--- src/common/exec_defines.svh ---
`ifndef EXEC_DEFINES_SVH
`define EXEC_DEFINES_SVH

`define XLEN            32

// data memory, word addressed through addr[9:2].
`define MEM_WORDS       256
`define MEM_LATENCY     3

// csr addresses, carried in imm[11:0].
`define CSR_SCRATCH     12'h340
`define CSR_CYCLE       12'hC00
`define CSR_CYCLEH      12'hC80
`define CSR_INSTRET     12'hC02
`define CSR_INSTRETH    12'hC82

`endif
--- src/common/exec_isa_pkg.sv ---
package exec_isa_pkg;

    typedef enum logic [1:0] {
        UNIT_ALU,
        UNIT_LSU,
        UNIT_CSR
    } exec_unit_e;

    typedef enum logic [3:0] {
        ADD, SUB, AND, OR, XOR, SLT, SLL, SRL,
        BEQ, BNE, BLT, JAL,
        EBREAK, ECALL  // simulation helpers.
    } alu_op_e;

    typedef enum logic [0:0] {
        LW,
        SW
    } lsu_op_e;

    typedef enum logic [1:0] {
        CSRR,
        CSRRW,
        CSRRS
    } csr_op_e;

endpackage

--- src/common/exec_ifs.sv ---
`timescale 1ns/1ps
`include "exec_defines.svh"

interface exec_req_if;
    logic             valid;
    logic             ready;
    logic [3:0]       op;  // meaning depends on the unit.
    logic [4:0]       rd;
    logic [`XLEN-1:0] rs1_data;
    logic [`XLEN-1:0] rs2_data;
    logic [`XLEN-1:0] imm;
    logic [`XLEN-1:0] pc;

    modport master (
        output valid, op, rd, rs1_data, rs2_data, imm, pc,
        input  ready
    );

    modport slave (
        input  valid, op, rd, rs1_data, rs2_data, imm, pc,
        output ready
    );
endinterface

interface commit_if;
    logic             valid;
    logic             ready;
    logic [4:0]       rd;
    logic             wb;  // register write-back.
    logic [`XLEN-1:0] data;
    logic [`XLEN-1:0] pc;

    modport master (output valid, rd, wb, data, pc, input ready);
    modport slave  (input valid, rd, wb, data, pc, output ready);
endinterface

--- src/hw/csr_unit.sv ---
`timescale 1ns/1ps
`include "exec_defines.svh"

module csr_unit (
    input  logic       clk,
    input  logic       rst_n,
    exec_req_if.slave  req,
    commit_if.master   cmt,
    input  logic [1:0] retire_cnt
);
    exec_isa_pkg::csr_op_e op;
    logic [11:0]           addr;
    logic [`XLEN-1:0]      scratch;
    logic [`XLEN-1:0]      cycle_lo;
    logic [`XLEN-1:0]      cycle_hi;
    logic [`XLEN-1:0]      instret_lo;
    logic [`XLEN-1:0]      instret_hi;
    logic [`XLEN-1:0]      rdata;
    logic                  fire;

    assign op        = exec_isa_pkg::csr_op_e'(req.op[1:0]);
    assign addr      = req.imm[11:0];
    assign req.ready = !cmt.valid || cmt.ready;
    assign fire      = req.valid && req.ready;
    assign cmt.wb    = 1'b1;

    perf_counter cycle_cnt (
        .clk   (clk),
        .rst_n (rst_n),
        .inc   (2'd1),
        .rd_hi (addr == `CSR_CYCLEH),
        .lo    (cycle_lo),
        .hi    (cycle_hi)
    );

    perf_counter instret_cnt (
        .clk   (clk),
        .rst_n (rst_n),
        .inc   (retire_cnt),
        .rd_hi (addr == `CSR_INSTRETH),
        .lo    (instret_lo),
        .hi    (instret_hi)
    );

    always_comb begin
        case (addr)
            `CSR_SCRATCH:  rdata = scratch;
            `CSR_CYCLE:    rdata = cycle_lo;
            `CSR_CYCLEH:   rdata = cycle_hi;
            `CSR_INSTRET:  rdata = instret_lo;
            `CSR_INSTRETH: rdata = instret_hi;
            default:       rdata = '0;
        endcase
    end

    always_ff @(posedge clk) begin
        if (!rst_n) begin
            scratch   <= '0;
            cmt.valid <= 1'b0;
        end else begin
            if (fire && addr == `CSR_SCRATCH) begin
                if (op == exec_isa_pkg::CSRRW) begin
                    scratch <= req.rs1_data;
                end else if (op == exec_isa_pkg::CSRRS) begin
                    scratch <= scratch | req.rs1_data;
                end
            end
            if (fire) begin
                cmt.valid <= 1'b1;
            end else if (cmt.ready) begin
                cmt.valid <= 1'b0;
            end
        end
    end

    // old value goes back to rd.
    always_ff @(posedge clk) begin
        if (fire) begin
            cmt.rd   <= req.rd;
            cmt.data <= rdata;
            cmt.pc   <= req.pc;
        end
    end
endmodule

--- src/hw/perf_counter.sv ---
`timescale 1ns/1ps
`include "exec_defines.svh"

module perf_counter (
    input  logic             clk,
    input  logic             rst_n,
    input  logic [1:0]       inc,
    input  logic             rd_hi,
    output logic [`XLEN-1:0] lo,
    output logic [`XLEN-1:0] hi
);
    logic [2*`XLEN-1:0] count;
    logic [`XLEN-1:0]   hi_snap;

    always_ff @(posedge clk) begin
        if (!rst_n) begin
            count   <= '0;
            hi_snap <= '0;
        end else begin
            count <= count + {{(2*`XLEN-2){1'b0}}, inc};
            if (!rd_hi) begin
                hi_snap <= count[2*`XLEN-1:`XLEN];  // frozen while high half is read.
            end
        end
    end

    assign lo = count[`XLEN-1:0];
    assign hi = rd_hi ? hi_snap : count[2*`XLEN-1:`XLEN];
endmodule

--- src/flat_wrapper.sv ---
// flat-port wrapper written by rule: the top's interface ports become plain ports
module csr_unit_flat 
  (clk, rst_n, retire_cnt, req_valid, req_op, req_rd, req_rs1_data, req_rs2_data, req_imm, req_pc, req_ready, cmt_valid, cmt_rd, cmt_wb, cmt_data, cmt_pc, cmt_ready);
  exec_req_if req_i ();
  commit_if cmt_i ();
  input  logic clk;
  input  logic rst_n;
  input  logic [1:0] retire_cnt;
  input wire logic [$bits(req_i.valid)-1:0] req_valid;
  input wire logic [$bits(req_i.op)-1:0] req_op;
  input wire logic [$bits(req_i.rd)-1:0] req_rd;
  input wire logic [$bits(req_i.rs1_data)-1:0] req_rs1_data;
  input wire logic [$bits(req_i.rs2_data)-1:0] req_rs2_data;
  input wire logic [$bits(req_i.imm)-1:0] req_imm;
  input wire logic [$bits(req_i.pc)-1:0] req_pc;
  output wire logic [$bits(req_i.ready)-1:0] req_ready;
  output wire logic [$bits(cmt_i.valid)-1:0] cmt_valid;
  output wire logic [$bits(cmt_i.rd)-1:0] cmt_rd;
  output wire logic [$bits(cmt_i.wb)-1:0] cmt_wb;
  output wire logic [$bits(cmt_i.data)-1:0] cmt_data;
  output wire logic [$bits(cmt_i.pc)-1:0] cmt_pc;
  input wire logic [$bits(cmt_i.ready)-1:0] cmt_ready;
  assign req_i.valid = req_valid;
  assign req_i.op = req_op;
  assign req_i.rd = req_rd;
  assign req_i.rs1_data = req_rs1_data;
  assign req_i.rs2_data = req_rs2_data;
  assign req_i.imm = req_imm;
  assign req_i.pc = req_pc;
  assign req_ready = req_i.ready;
  assign cmt_valid = cmt_i.valid;
  assign cmt_rd = cmt_i.rd;
  assign cmt_wb = cmt_i.wb;
  assign cmt_data = cmt_i.data;
  assign cmt_pc = cmt_i.pc;
  assign cmt_i.ready = cmt_ready;
  csr_unit u_core (.clk(clk), .rst_n(rst_n), .req(req_i), .cmt(cmt_i), .retire_cnt(retire_cnt));
endmodule
--- config.mk ---
export PLATFORM = sky130hd
export DESIGN_NAME = csr_unit_flat
export DESIGN_NICKNAME = d
export VERILOG_FILES = /design/src/common/exec_isa_pkg.sv /design/src/common/exec_ifs.sv /design/src/hw/csr_unit.sv /design/src/hw/perf_counter.sv /design/src/flat_wrapper.sv
export VERILOG_INCLUDE_DIRS = /design/src /design/src/common
export SDC_FILE = /design/constraint.sdc
export NUM_CORES = 1
export LEC_CHECK = 0
export BUFFER_PORTS_ARGS = -buffer_cell sky130_fd_sc_hd__buf_2
export CORE_MARGIN = 3
export CORE_UTILIZATION = 53
export CTS_BUF_LIST = sky130_fd_sc_hd__clkbuf_16
export DETAILED_ROUTE_END_ITERATION = 8
export GPL_ROUTABILITY_DRIVEN = 0
export PLACE_DENSITY = 0.73
export SLEW_MARGIN = 20
export SYNTH_ARGS = -nofsm -noshare
export SYNTH_HDL_FRONTEND = slang
export SYNTH_SLANG_ARGS = --single-unit
export TNS_END_PERCENT = 5
--- constraint.sdc ---
create_clock -name clk -period 5.3 [get_ports clk]
set_input_delay 1.325 -clock clk [delete_from_list [all_inputs] [get_ports clk]]
set_output_delay 1.325 -clock clk [all_outputs]
set_load 0.005 [all_outputs]
==> impl_metrics.ini, run 1 <==
[run_status]
outcome = complete, no violations

[placement]
dpl.hpwl_mm = 20.9
place.port_buffers = 159

[timing]
finalCriticalPeriod_ns = 3.51
hold_ws_ns = 0.453
final-setup-viol-count = 0
fmaxAchievable_mhz = 285
rsz0062_at_grt = no
clock-skew-final_ns = 0.0183
slew_viol_final = 0
maxSlewHeadroom_pct = 31.1
fin_crit_sh_pct = 66.1
hold_viol = 0
tightest_slew_ns = 1.03
fin_tns_setup_ns = 0

[setup_path]
crit_buf_inv = 3
arrival_ns = 3.98
ff2ff_setup_slack_ns = 2.07
cp_slowest_cell = or4_1
cpPeakStageDelay_ns = 0.62
cp_cell_sequence = buf_2 > ha_1 > inv_1 > fa_1 > and4b_1 > nor4b_2 > buf_4 > nand3_1 > or4_1 > a21oi_1
cpLargestDelayFamily = simple AND/OR/NAND/NOR gates
crit_path_max_fanout = 13
critical_path_class = primary input to register
crit_path_start_kind = primary input
required_ns = 5.78
worst_setup_path_end_kind = register

[floorplan]
core-area_um2 = 22100
die-area_um2 = 24700
fp.dieW_um = 157
num_rows = 54
die_h_um = 157
num_io_pins = 215
start_util_pct = 54.7

[yosys]
avgSynthCellArea_um2 = 9.34
synthXorXnorAreaFrac_pct = 5.07
synthDistinctLibCells = 43
ys_ff_latch = 294
ys_async_sr_fraction_pct = 0
synth_edf_count = 69
synth_fp_nets = 1443
synthSimpleGateAreaFrac_pct = 23.7
yosys_warnings = 0
synth-compound-area-share_pct = 12.2
syn_area_um2 = 12100
synth_adder_area_share_pct = 0.580
synth_flop_cell = dfxtp_1
seq_area_frac_synth_pct = 54.4
postSynthCellCount = 1295
synth_top_family_by_area = simple AND/OR/NAND/NOR gates
muxShareOfSynthArea_pct = 0.248

[cts]
cts-root-buf = clkbuf_16
cts_resized = 0
cts_buffer_depth = 3
h-tree-depth = 1
clock_latency_ns = 0.56
cts_tree = yes
clk_pin_slew_ns = 0.06
cts_setup_buffers = 0
cts_hold_repair.buffers = 0
cts_sinks = 294
cts-buffers-inserted = 30

[routing]
antenna_left = 0
drc = 0
wl_met3_mm = 2.47
wl_mm = 31.0
route.top_layer_used = met5
avgViaCountPerCell = 5.92
firstDrtPassIters = 6
dr_wl_met2_mm = 13.8
wl_met1_mm = 13.6
wl_per_cell_um = 17.9
vias = 10200
drt_iter0_drc = 996

[run]
maxCapViolCount = 0

[global_route]
grt_usage_pct = 24.6
grt_pass1_vias = 9268
grt_max_degree = 134
grt_pass1_wl_mm = 49.3
gr-total-overflow = 0
antenna_found_initial = 3

[cells_and_area]
final_cell_mix = 225 x dfxtp_1, 209 x nand2_1, 159 x buf_2
drive_gt1_share_pct = 16.0
area_growth_pct = 15.7
n_fill_cell = 1872
fin_nets = 1571
layout_commonest_cell = dfxtp_1

[pwr]
combPwrFrac_pct = 3.0
power_frac_clock_pct = 44.8
power_switching_mw = 0.950
power.density_nw_per_um2 = 321
intPower_mw = 3.54
swShare_pct = 21.2
worst_ir_drop_vdd_v = 0.000291
p_seq_share_pct = 52.2
power_leakage_nw = 4.90

[worst_hold_path]
min_path_type = register to register
==> cells in the mapped netlist (4+ instances only) <==
cell | count | area [µm²]
and4_1 | 8 | 70.1
nor2_1 | 120 | 450
nand2_1 | 209 | 785
or4_1 | 36 | 270
a21oi_1 | 116 | 581
a22oi_1 | 32 | 240
or3_1 | 23 | 144
or2_2 | 4 | 25.0
o31ai_1 | 30 | 225
clkbuf_1 | 51 | 191
ha_1 | 4 | 50.1
nor3_1 | 12 | 60.1
nand4_1 | 52 | 325
nand3_1 | 72 | 360
and2_1 | 10 | 62.6
nor4_1 | 14 | 87.6
dfxtp_1 | 225 | 4500
edfxtp_1 | 69 | 2070
inv_1 | 26 | 97.6
xnor2_1 | 24 | 210
a222oi_1 | 32 | 320
buf_6 | 4 | 45.0
and3_1 | 12 | 75.1
xor2_1 | 46 | 403
buf_4 | 4 | 30.0
buf_2 | 18 | 90.1
o21ai_0 | 19 | 95.1
==> power groups by stage <==
| stage | clock (mW) | combinational (mW) | sequential [mW] |
|---|---|---|---|
| floorplan | 0 | 0.0507 | 2.40 |
| global placement | 0 | 0.135 | 2.39 |
| detailed placement | 0 | 0.137 | 2.39 |
| CTS | 2.04 | 0.138 | 2.34 |
| global route | 2.14 | 0.151 | 2.34 |
| finish | 2.01 | 0.135 | 2.34 |
==> flip-flops by register name, summed over array words and instances, names as in the netlist <==
register                    count
u_core.cmt.valid                1
u_core.instret_cnt.count       64
u_core.cmt.pc                  32
u_core.cmt.data                32
u_core.cycle_cnt.hi_snap       32
u_core.cycle_cnt.count         64
u_core.scratch                 32
u_core.cmt.rd                   5
u_core.instret_cnt.hi_snap     32
==> worst register-to-register path, stage by stage, from the launching register on <==
cell and delay (ns):
dfxtp_1 0.40, ha_1 0.23, nand4_1 0.25, nor2_1 0.84, nand2_1 0.63, or4b_1 0.66
a21oi_1 0.14
==> metrics by stage <==
step	utilization, %	std cells	area [µm²]	total power [mW]	setup WS, ns
detailed placement	59.0	1671	13000	2.53	1.25
global route	63.3	1729	14000	4.63	1.54
finish	63.3	1729	14000	4.49	1.79
CTS	63.3	1727	14000	4.52	1.81
global placement	59.0	1671	13000	2.52	1.29
floorplan	-	1295	12100	2.45	1.73
==> path summary, 6_finish.rpt <==
check | startpoint | end | depth (start not counted)
worst max-delay path | retire_cnt[0] | u_core.instret_cnt.count[42] | 10
worst min-delay path | u_core.cycle_cnt.hi_snap[10] | u_core.cycle_cnt.hi_snap[10] | 2
worst max register to register | u_core.cycle_cnt.count[0] | u_core.cycle_cnt.count[60] | 6
worst min register to register | u_core.cycle_cnt.hi_snap[10] | u_core.cycle_cnt.hi_snap[10] | 2
==> logic make-up (layout without fill, tap and decap cells) <==
| group | count (synthesis) | count (layout) |
|---|---|---|
| other cells | 1 | 3 |
| xor+xnor | 70 | 70 |
| buf+inv | 103 | 255 |
| simple gates | 588 | 588 |
| mux | 3 | 3 |
| compound gates | 231 | 231 |
| fa+ha+maj | 5 | 5 |
| flops | 294 | 294 |
==> routing by layer <==
layer,global-route usage [%],vias up
met1,34.5,4815
met5,0,-
met4,8.43,2
met2,39.1,411
li1,-,4950
met3,3.85,63
==> area by class of cell <==
cell class | instances | area [µm²] | area share, %
sequential | 294 | 6580 | 47.0
clock buffer | 31 | 776 | 5.55
inverter | 26 | 103 | 0.734
multi-input combinational | 898 | 5090 | 36.4
timing repair buffer | 173 | 913 | 6.53
tap | 280 | 350 | 2.50
antenna | 2 | 5.00 | 0.0358
clock inverter | 25 | 174 | 1.24
Power figures use the tool's default switching activity.
==> inputs of run 2 (changes only) <==
- CORE_UTILIZATION: 53 -> 50
- PLACE_DENSITY: 0.73 -> 0.72
- clock period: 5.3 -> 3.2 ns (I/O delays scaled with it)
==> impl_metrics.ini, run 2 (synthesis results as in run 1) <==
[cells_and_area]
area_growth_pct = 19.6
drive_gt1_share_pct = 17.6
multiInputGateArea_um2 = 5090
n_fill_cell = 1982
final_cell_mix = 225 x dfxtp_1, 209 x nand2_1, 159 x buf_2
fin_nets = 1591
seq_area_um2 = 6580
diodes = 0
reg_top3 = u_core.cycle_cnt.count x64, u_core.instret_cnt.count x64
utilization_pct = 61.2
layout_commonest_cell = dfxtp_1

[floorplan]
fp.dieW_um = 162
die-area_um2 = 26100
num_io_pins = 215
die_h_um = 162
num_rows = 56
start_util_pct = 51.2
core-area_um2 = 23600

[placement]
pre_cts_slack_ns = 0.0733
dpl.hpwl_mm = 22.1
place.port_buffers = 159

[pwr]
worst_ir_drop_vdd_v = 0.000424
combPwrFrac_pct = 3.0
power_leakage_nw = 5.08
p_seq_share_pct = 48.8
swShare_pct = 20.1
power_switching_mw = 1.60
finalPower_mw = 7.95
intPower_mw = 6.35
power.density_nw_per_um2 = 550
power_frac_clock_pct = 48.2

[setup_path]
crit_path_start_kind = register
cp_slowest_cell = fa_1
required_ns = 3.67
arrival_ns = 3.11
cp_cell_sequence = ha_1 > inv_1 > fa_1 > and4b_1 > nor4b_2 > buf_4 > nand4_1 > buf_4 > or3_1 > a21oi_1
ff2ff_setup_slack_ns = 0.56
rr_endpoint = u_core.instret_cnt.count[48]
reg2reg_depth = 10
cpPeakStageDelay_ns = 0.39
crit_path_max_fanout = 12
path_common_cell = buf_4
critical_path_class = register to register
worst_setup_path_end_kind = register
worstReg2RegStart = u_core.instret_cnt.count[0]

[global_route]
grt_usage_pct = 23.7
gr-total-overflow = 0
use_met1_pct = 31.6
grt_pass1_vias = 9589
antenna_found_initial = 0
grt_pass1_wl_mm = 50.2
grt_util_met2_pct = 39.1
grtUsageMet3_pct = 4.31
grt_most_used_layer = met2
grt_max_degree = 60

[cts]
cts_hold_repair.buffers = 0
cts-buffers-inserted = 29
cts_buffer_depth = 3
clk_pin_slew_ns = 0.06
cts_setup_buffers = 0
cts_sinks = 294
cts-root-buf = clkbuf_16
h-tree-depth = 1
cts_resized = 0
clock_latency_ns = 0.54
cts_tree = yes

[routing]
avgViaCountPerCell = 5.76
drc = 0
vias = 10300
wl_mm = 32.2
wl_per_cell_um = 18.1
drt_iter0_drc = 897
firstDrtPassIters = 6
antenna_left = 0

[timing]
clock-skew-final_ns = 0.00962
maxSlewHeadroom_pct = 49.4
hold_ws_ns = 0.432
slew_viol_final = 0
finalCriticalPeriod_ns = 2.64
rsz0062_at_grt = no
fmaxAchievable_mhz = 379
hold_viol = 0
postLayoutSetupSlackWorst_ns = 0.563
final-setup-viol-count = 0
fin_crit_sh_pct = 82.4
tightest_slew_ns = 0.758
fin_tns_setup_ns = 0

[worst_hold_path]
hold_path.startpoint = req_pc[17]
min_to = u_core.cmt.pc[17]
min_path_type = primary input to register
holdPathStages = 1

[run_status]
outcome = complete, no violations

[run]
maxCapViolCount = 0
==> run 2: metal layers <==
| metal | part of all wire (%) | vias to the layer above |
|---|---|---|
| li1 | - | 4984 |
| met1 | 42 | 4801 |
| met2 | 46 | 438 |
| met3 | 8.7 | 55 |
| met4 | 3.5 | 0 |
| met5 | 0 | - |
==> run 2: final cells by class <==
type	instances	share of cell area, %
Inverter	26	0.710
Clock buffer	31	5.37
Clock inverter	21	2.12
Tap cell	319	2.76
Timing Repair Buffer	194	8.36
Multi-Input combinational cell	898	35.2
Sequential cell	294	45.5
==> run 2: worst max-delay path, delay by kind of cell (launching register included) <==
kind / cells / cell delay (ns)
AO/OA/AOI/OAI: 1 / 0.15
adder cells (fa/ha/maj): 2 / 0.56
buffers and inverters: 3 / 0.51
flip-flops: 1 / 0.34
AND/OR/NAND/NOR: 4 / 1.01
==> run 2: worst max path at each step <==
stage                     slack (ns)                            to                         from  cells past startpoint
final                           0.56  u_core.instret_cnt.count[48]  u_core.instret_cnt.count[0]                     10
after global routing            0.38  u_core.instret_cnt.count[52]  u_core.instret_cnt.count[0]                     10
after CTS                       0.56  u_core.instret_cnt.count[48]  u_core.instret_cnt.count[0]                     10
after detailed placement        0.07  u_core.instret_cnt.count[48]                retire_cnt[0]                     11
after global placement          0.12           u_core.cmt.data[26]                   req_imm[3]                      8
after floorplan                 0.16            u_core.cmt.data[0]                    cmt_ready                      2
==> run 2: power by group through the flow <==
stage          clock, mW  sequential [mW]  combinational, mW
6_report            3.83             3.88              0.241
5_1_grt             4.03             3.88              0.264
4_1_cts             3.88             3.88              0.243
3_5_place_dp           0             3.96              0.242
3_3_place_gp           0             3.96              0.236
2_1_floorplan          0             3.97             0.0840
==> run 2: stage by stage <==
stage          area, µm²  cells
2_1_floorplan      12100   1295
3_3_place_gp       13400   1731
3_5_place_dp       13400   1731
4_1_cts            14500   1783
5_1_grt            14500   1783
6_report           14500   1783
==> inputs of run 3 (changes only) <==
- CORE_UTILIZATION: 50 -> 53
- PLACE_DENSITY: 0.72 -> 0.73
- clock period: 3.2 -> 2.61 ns (I/O delays scaled with it)
==> impl_metrics.ini, run 3 (synthesis results as in run 1) <==
[run_status]
outcome = complete, no violations

[timing]
finalCriticalPeriod_ns = 2.53
postLayoutSetupSlackWorst_ns = 0.0761
maxSlewHeadroom_pct = 52.2
fin_tns_setup_ns = 0
tightest_slew_ns = 0.717
clock-skew-final_ns = 0.00707
slew_viol_final = 0
fmaxAchievable_mhz = 395
hold_viol = 0
final-setup-viol-count = 0
fin_crit_sh_pct = 97.1

[placement]
dpl-instance-area_um2 = 13500
pre_cts_slack_ns = -0.357
place.port_buffers = 159
dpl.hpwl_mm = 22.1

[cells_and_area]
layout_commonest_cell = dfxtp_1
utilization_pct = 65.5
fin_nets = 1617
diodes = 0
multiInputGateArea_um2 = 5110
n_fill_cell = 1798
seq_area_um2 = 6580
drive_gt1_share_pct = 18.8
stdcell_area_um2 = 14500
final_cell_mix = 225 x dfxtp_1, 209 x nand2_1, 159 x buf_2
area_growth_pct = 19.7
reg_top3 = u_core.cycle_cnt.count x64, u_core.instret_cnt.count x64

[cts]
h-tree-depth = 1
cts_tree = yes
clock_latency_ns = 0.55
cts_buffer_depth = 3
cts-buffers-inserted = 29
cts_sinks = 294
cts-root-buf = clkbuf_16
cts_setup_buffers = 0
cts_resized = 0
clk_pin_slew_ns = 0.06
cts_hold_repair.buffers = 0

[pwr]
power_leakage_nw = 5.18
power_frac_clock_pct = 44.6
combPwrFrac_pct = 3.3
swShare_pct = 21.4
p_seq_share_pct = 52.1
power.density_nw_per_um2 = 631
power_switching_mw = 1.95
worst_ir_drop_vdd_v = 0.000489
intPower_mw = 7.18

[setup_path]
cpLargestDelayFamily = simple AND/OR/NAND/NOR gates
cp_cell_sequence = ha_1 > inv_1 > fa_2 > and4b_1 > nor4b_4 > nand3_1 > buf_4 > or4_1 > a21oi_2
arrival_ns = 3.02
worst_setup_path_end_kind = register
cp_slowest_cell = or4_1
cpPeakStageDelay_ns = 0.54
critical_path_class = register to register
crit_path_max_fanout = 4
required_ns = 3.09
crit_buf_inv = 2
ff2ff_setup_slack_ns = 0.08
crit_path_start_kind = register

[floorplan]
fp.dieW_um = 157
die-area_um2 = 24700
die_h_um = 157
start_util_pct = 54.7
num_io_pins = 215
core-area_um2 = 22100
num_rows = 54

[run]
maxCapViolCount = 0

[global_route]
use_met1_pct = 33.9
grt_usage_pct = 25.0
grtUsageMet3_pct = 3.88
gr-total-overflow = 0
grt_pass1_vias = 9522
grt_util_met2_pct = 39.5
grt_most_used_layer = met2
grt_max_degree = 71
grt_pass1_wl_mm = 49.7
antenna_found_initial = 0

[worst_hold_path]
min_path_type = primary input to register

[routing]
firstDrtPassIters = 8
vias = 10500
drc = 0
wl_per_cell_um = 18.1
antenna_left = 0
drt_iter0_drc = 929
wl_mm = 32.1
avgViaCountPerCell = 5.93
## run 3: cell types whose count changed in the layout (fill, tap and decap cells not counted), moves of 2 or more
cell | previous run | this run
a21oi_2 | 0 | 3
clkbuf_16 | 31 | 29
clkinv_2 | 8 | 6
bufinv_16 | 8 | 3
inv_1 | 25 | 34
clkinvlp_4 | 0 | 3
a21oi_1 | 116 | 113
buf_4 | 23 | 49
## run 3: layer usage
metal	vias to the layer above	share of wire, %
met2	426	45
met5	-	0
met1	4963	42
met4	0	5.2
met3	90	8.3
li1	5033	-
## run 3: worst reg2reg max path: stages (launching register included)
cell     delay, ns
dfxtp_1       0.33
ha_1          0.17
inv_1         0.06
fa_2          0.34
and4b_1       0.33
nor4b_4       0.24
nand3_1       0.13
buf_4         0.16
or4_1         0.55
a21oi_2       0.15
## run 3: worst paths after layout
kind                                                   from                      endpoint  cells past startpoint
worst max-delay path            u_core.instret_cnt.count[0]  u_core.instret_cnt.count[42]                      9
worst min-delay path                              req_pc[3]              u_core.cmt.pc[3]                      1
worst max register to register  u_core.instret_cnt.count[0]  u_core.instret_cnt.count[42]                      9
worst min register to register  u_core.cycle_cnt.hi_snap[9]   u_core.cycle_cnt.hi_snap[9]                      2
## run 3: cell type report
cell class / instances / area share, %
Tap cell: 280 / 2.42
Timing Repair Buffer: 220 / 9.70
Inverter: 26 / 0.709
Clock buffer: 29 / 5.01
Clock inverter: 25 / 1.43
Sequential cell: 294 / 45.4
Multi-Input combinational cell: 898 / 35.3
## run 3: stage by stage
| stage | hold slack [ns] | cells | power [mW] |
|---|---|---|---|
| after floorplan | 0.431 | 1295 | 4.97 |
| after global placement | 0.440 | 1718 | 5.15 |
| after detailed placement | 0.443 | 1718 | 5.16 |
| after CTS | 0.251 | 1772 | 9.21 |
| after global routing | 0.247 | 1772 | 9.41 |
| final | 0.269 | 1772 | 9.13 |
## run 3: power by group through the flow
stage / clock network [mW] / registers [mW] / logic [mW]
2_1_floorplan: 0 / 4.86 / 0.103
3_3_place_gp: 0 / 4.85 / 0.293
3_5_place_dp: 0 / 4.86 / 0.300
4_1_cts: 4.15 / 4.76 / 0.301
5_1_grt: 4.32 / 4.76 / 0.330
6_report: 4.07 / 4.76 / 0.298
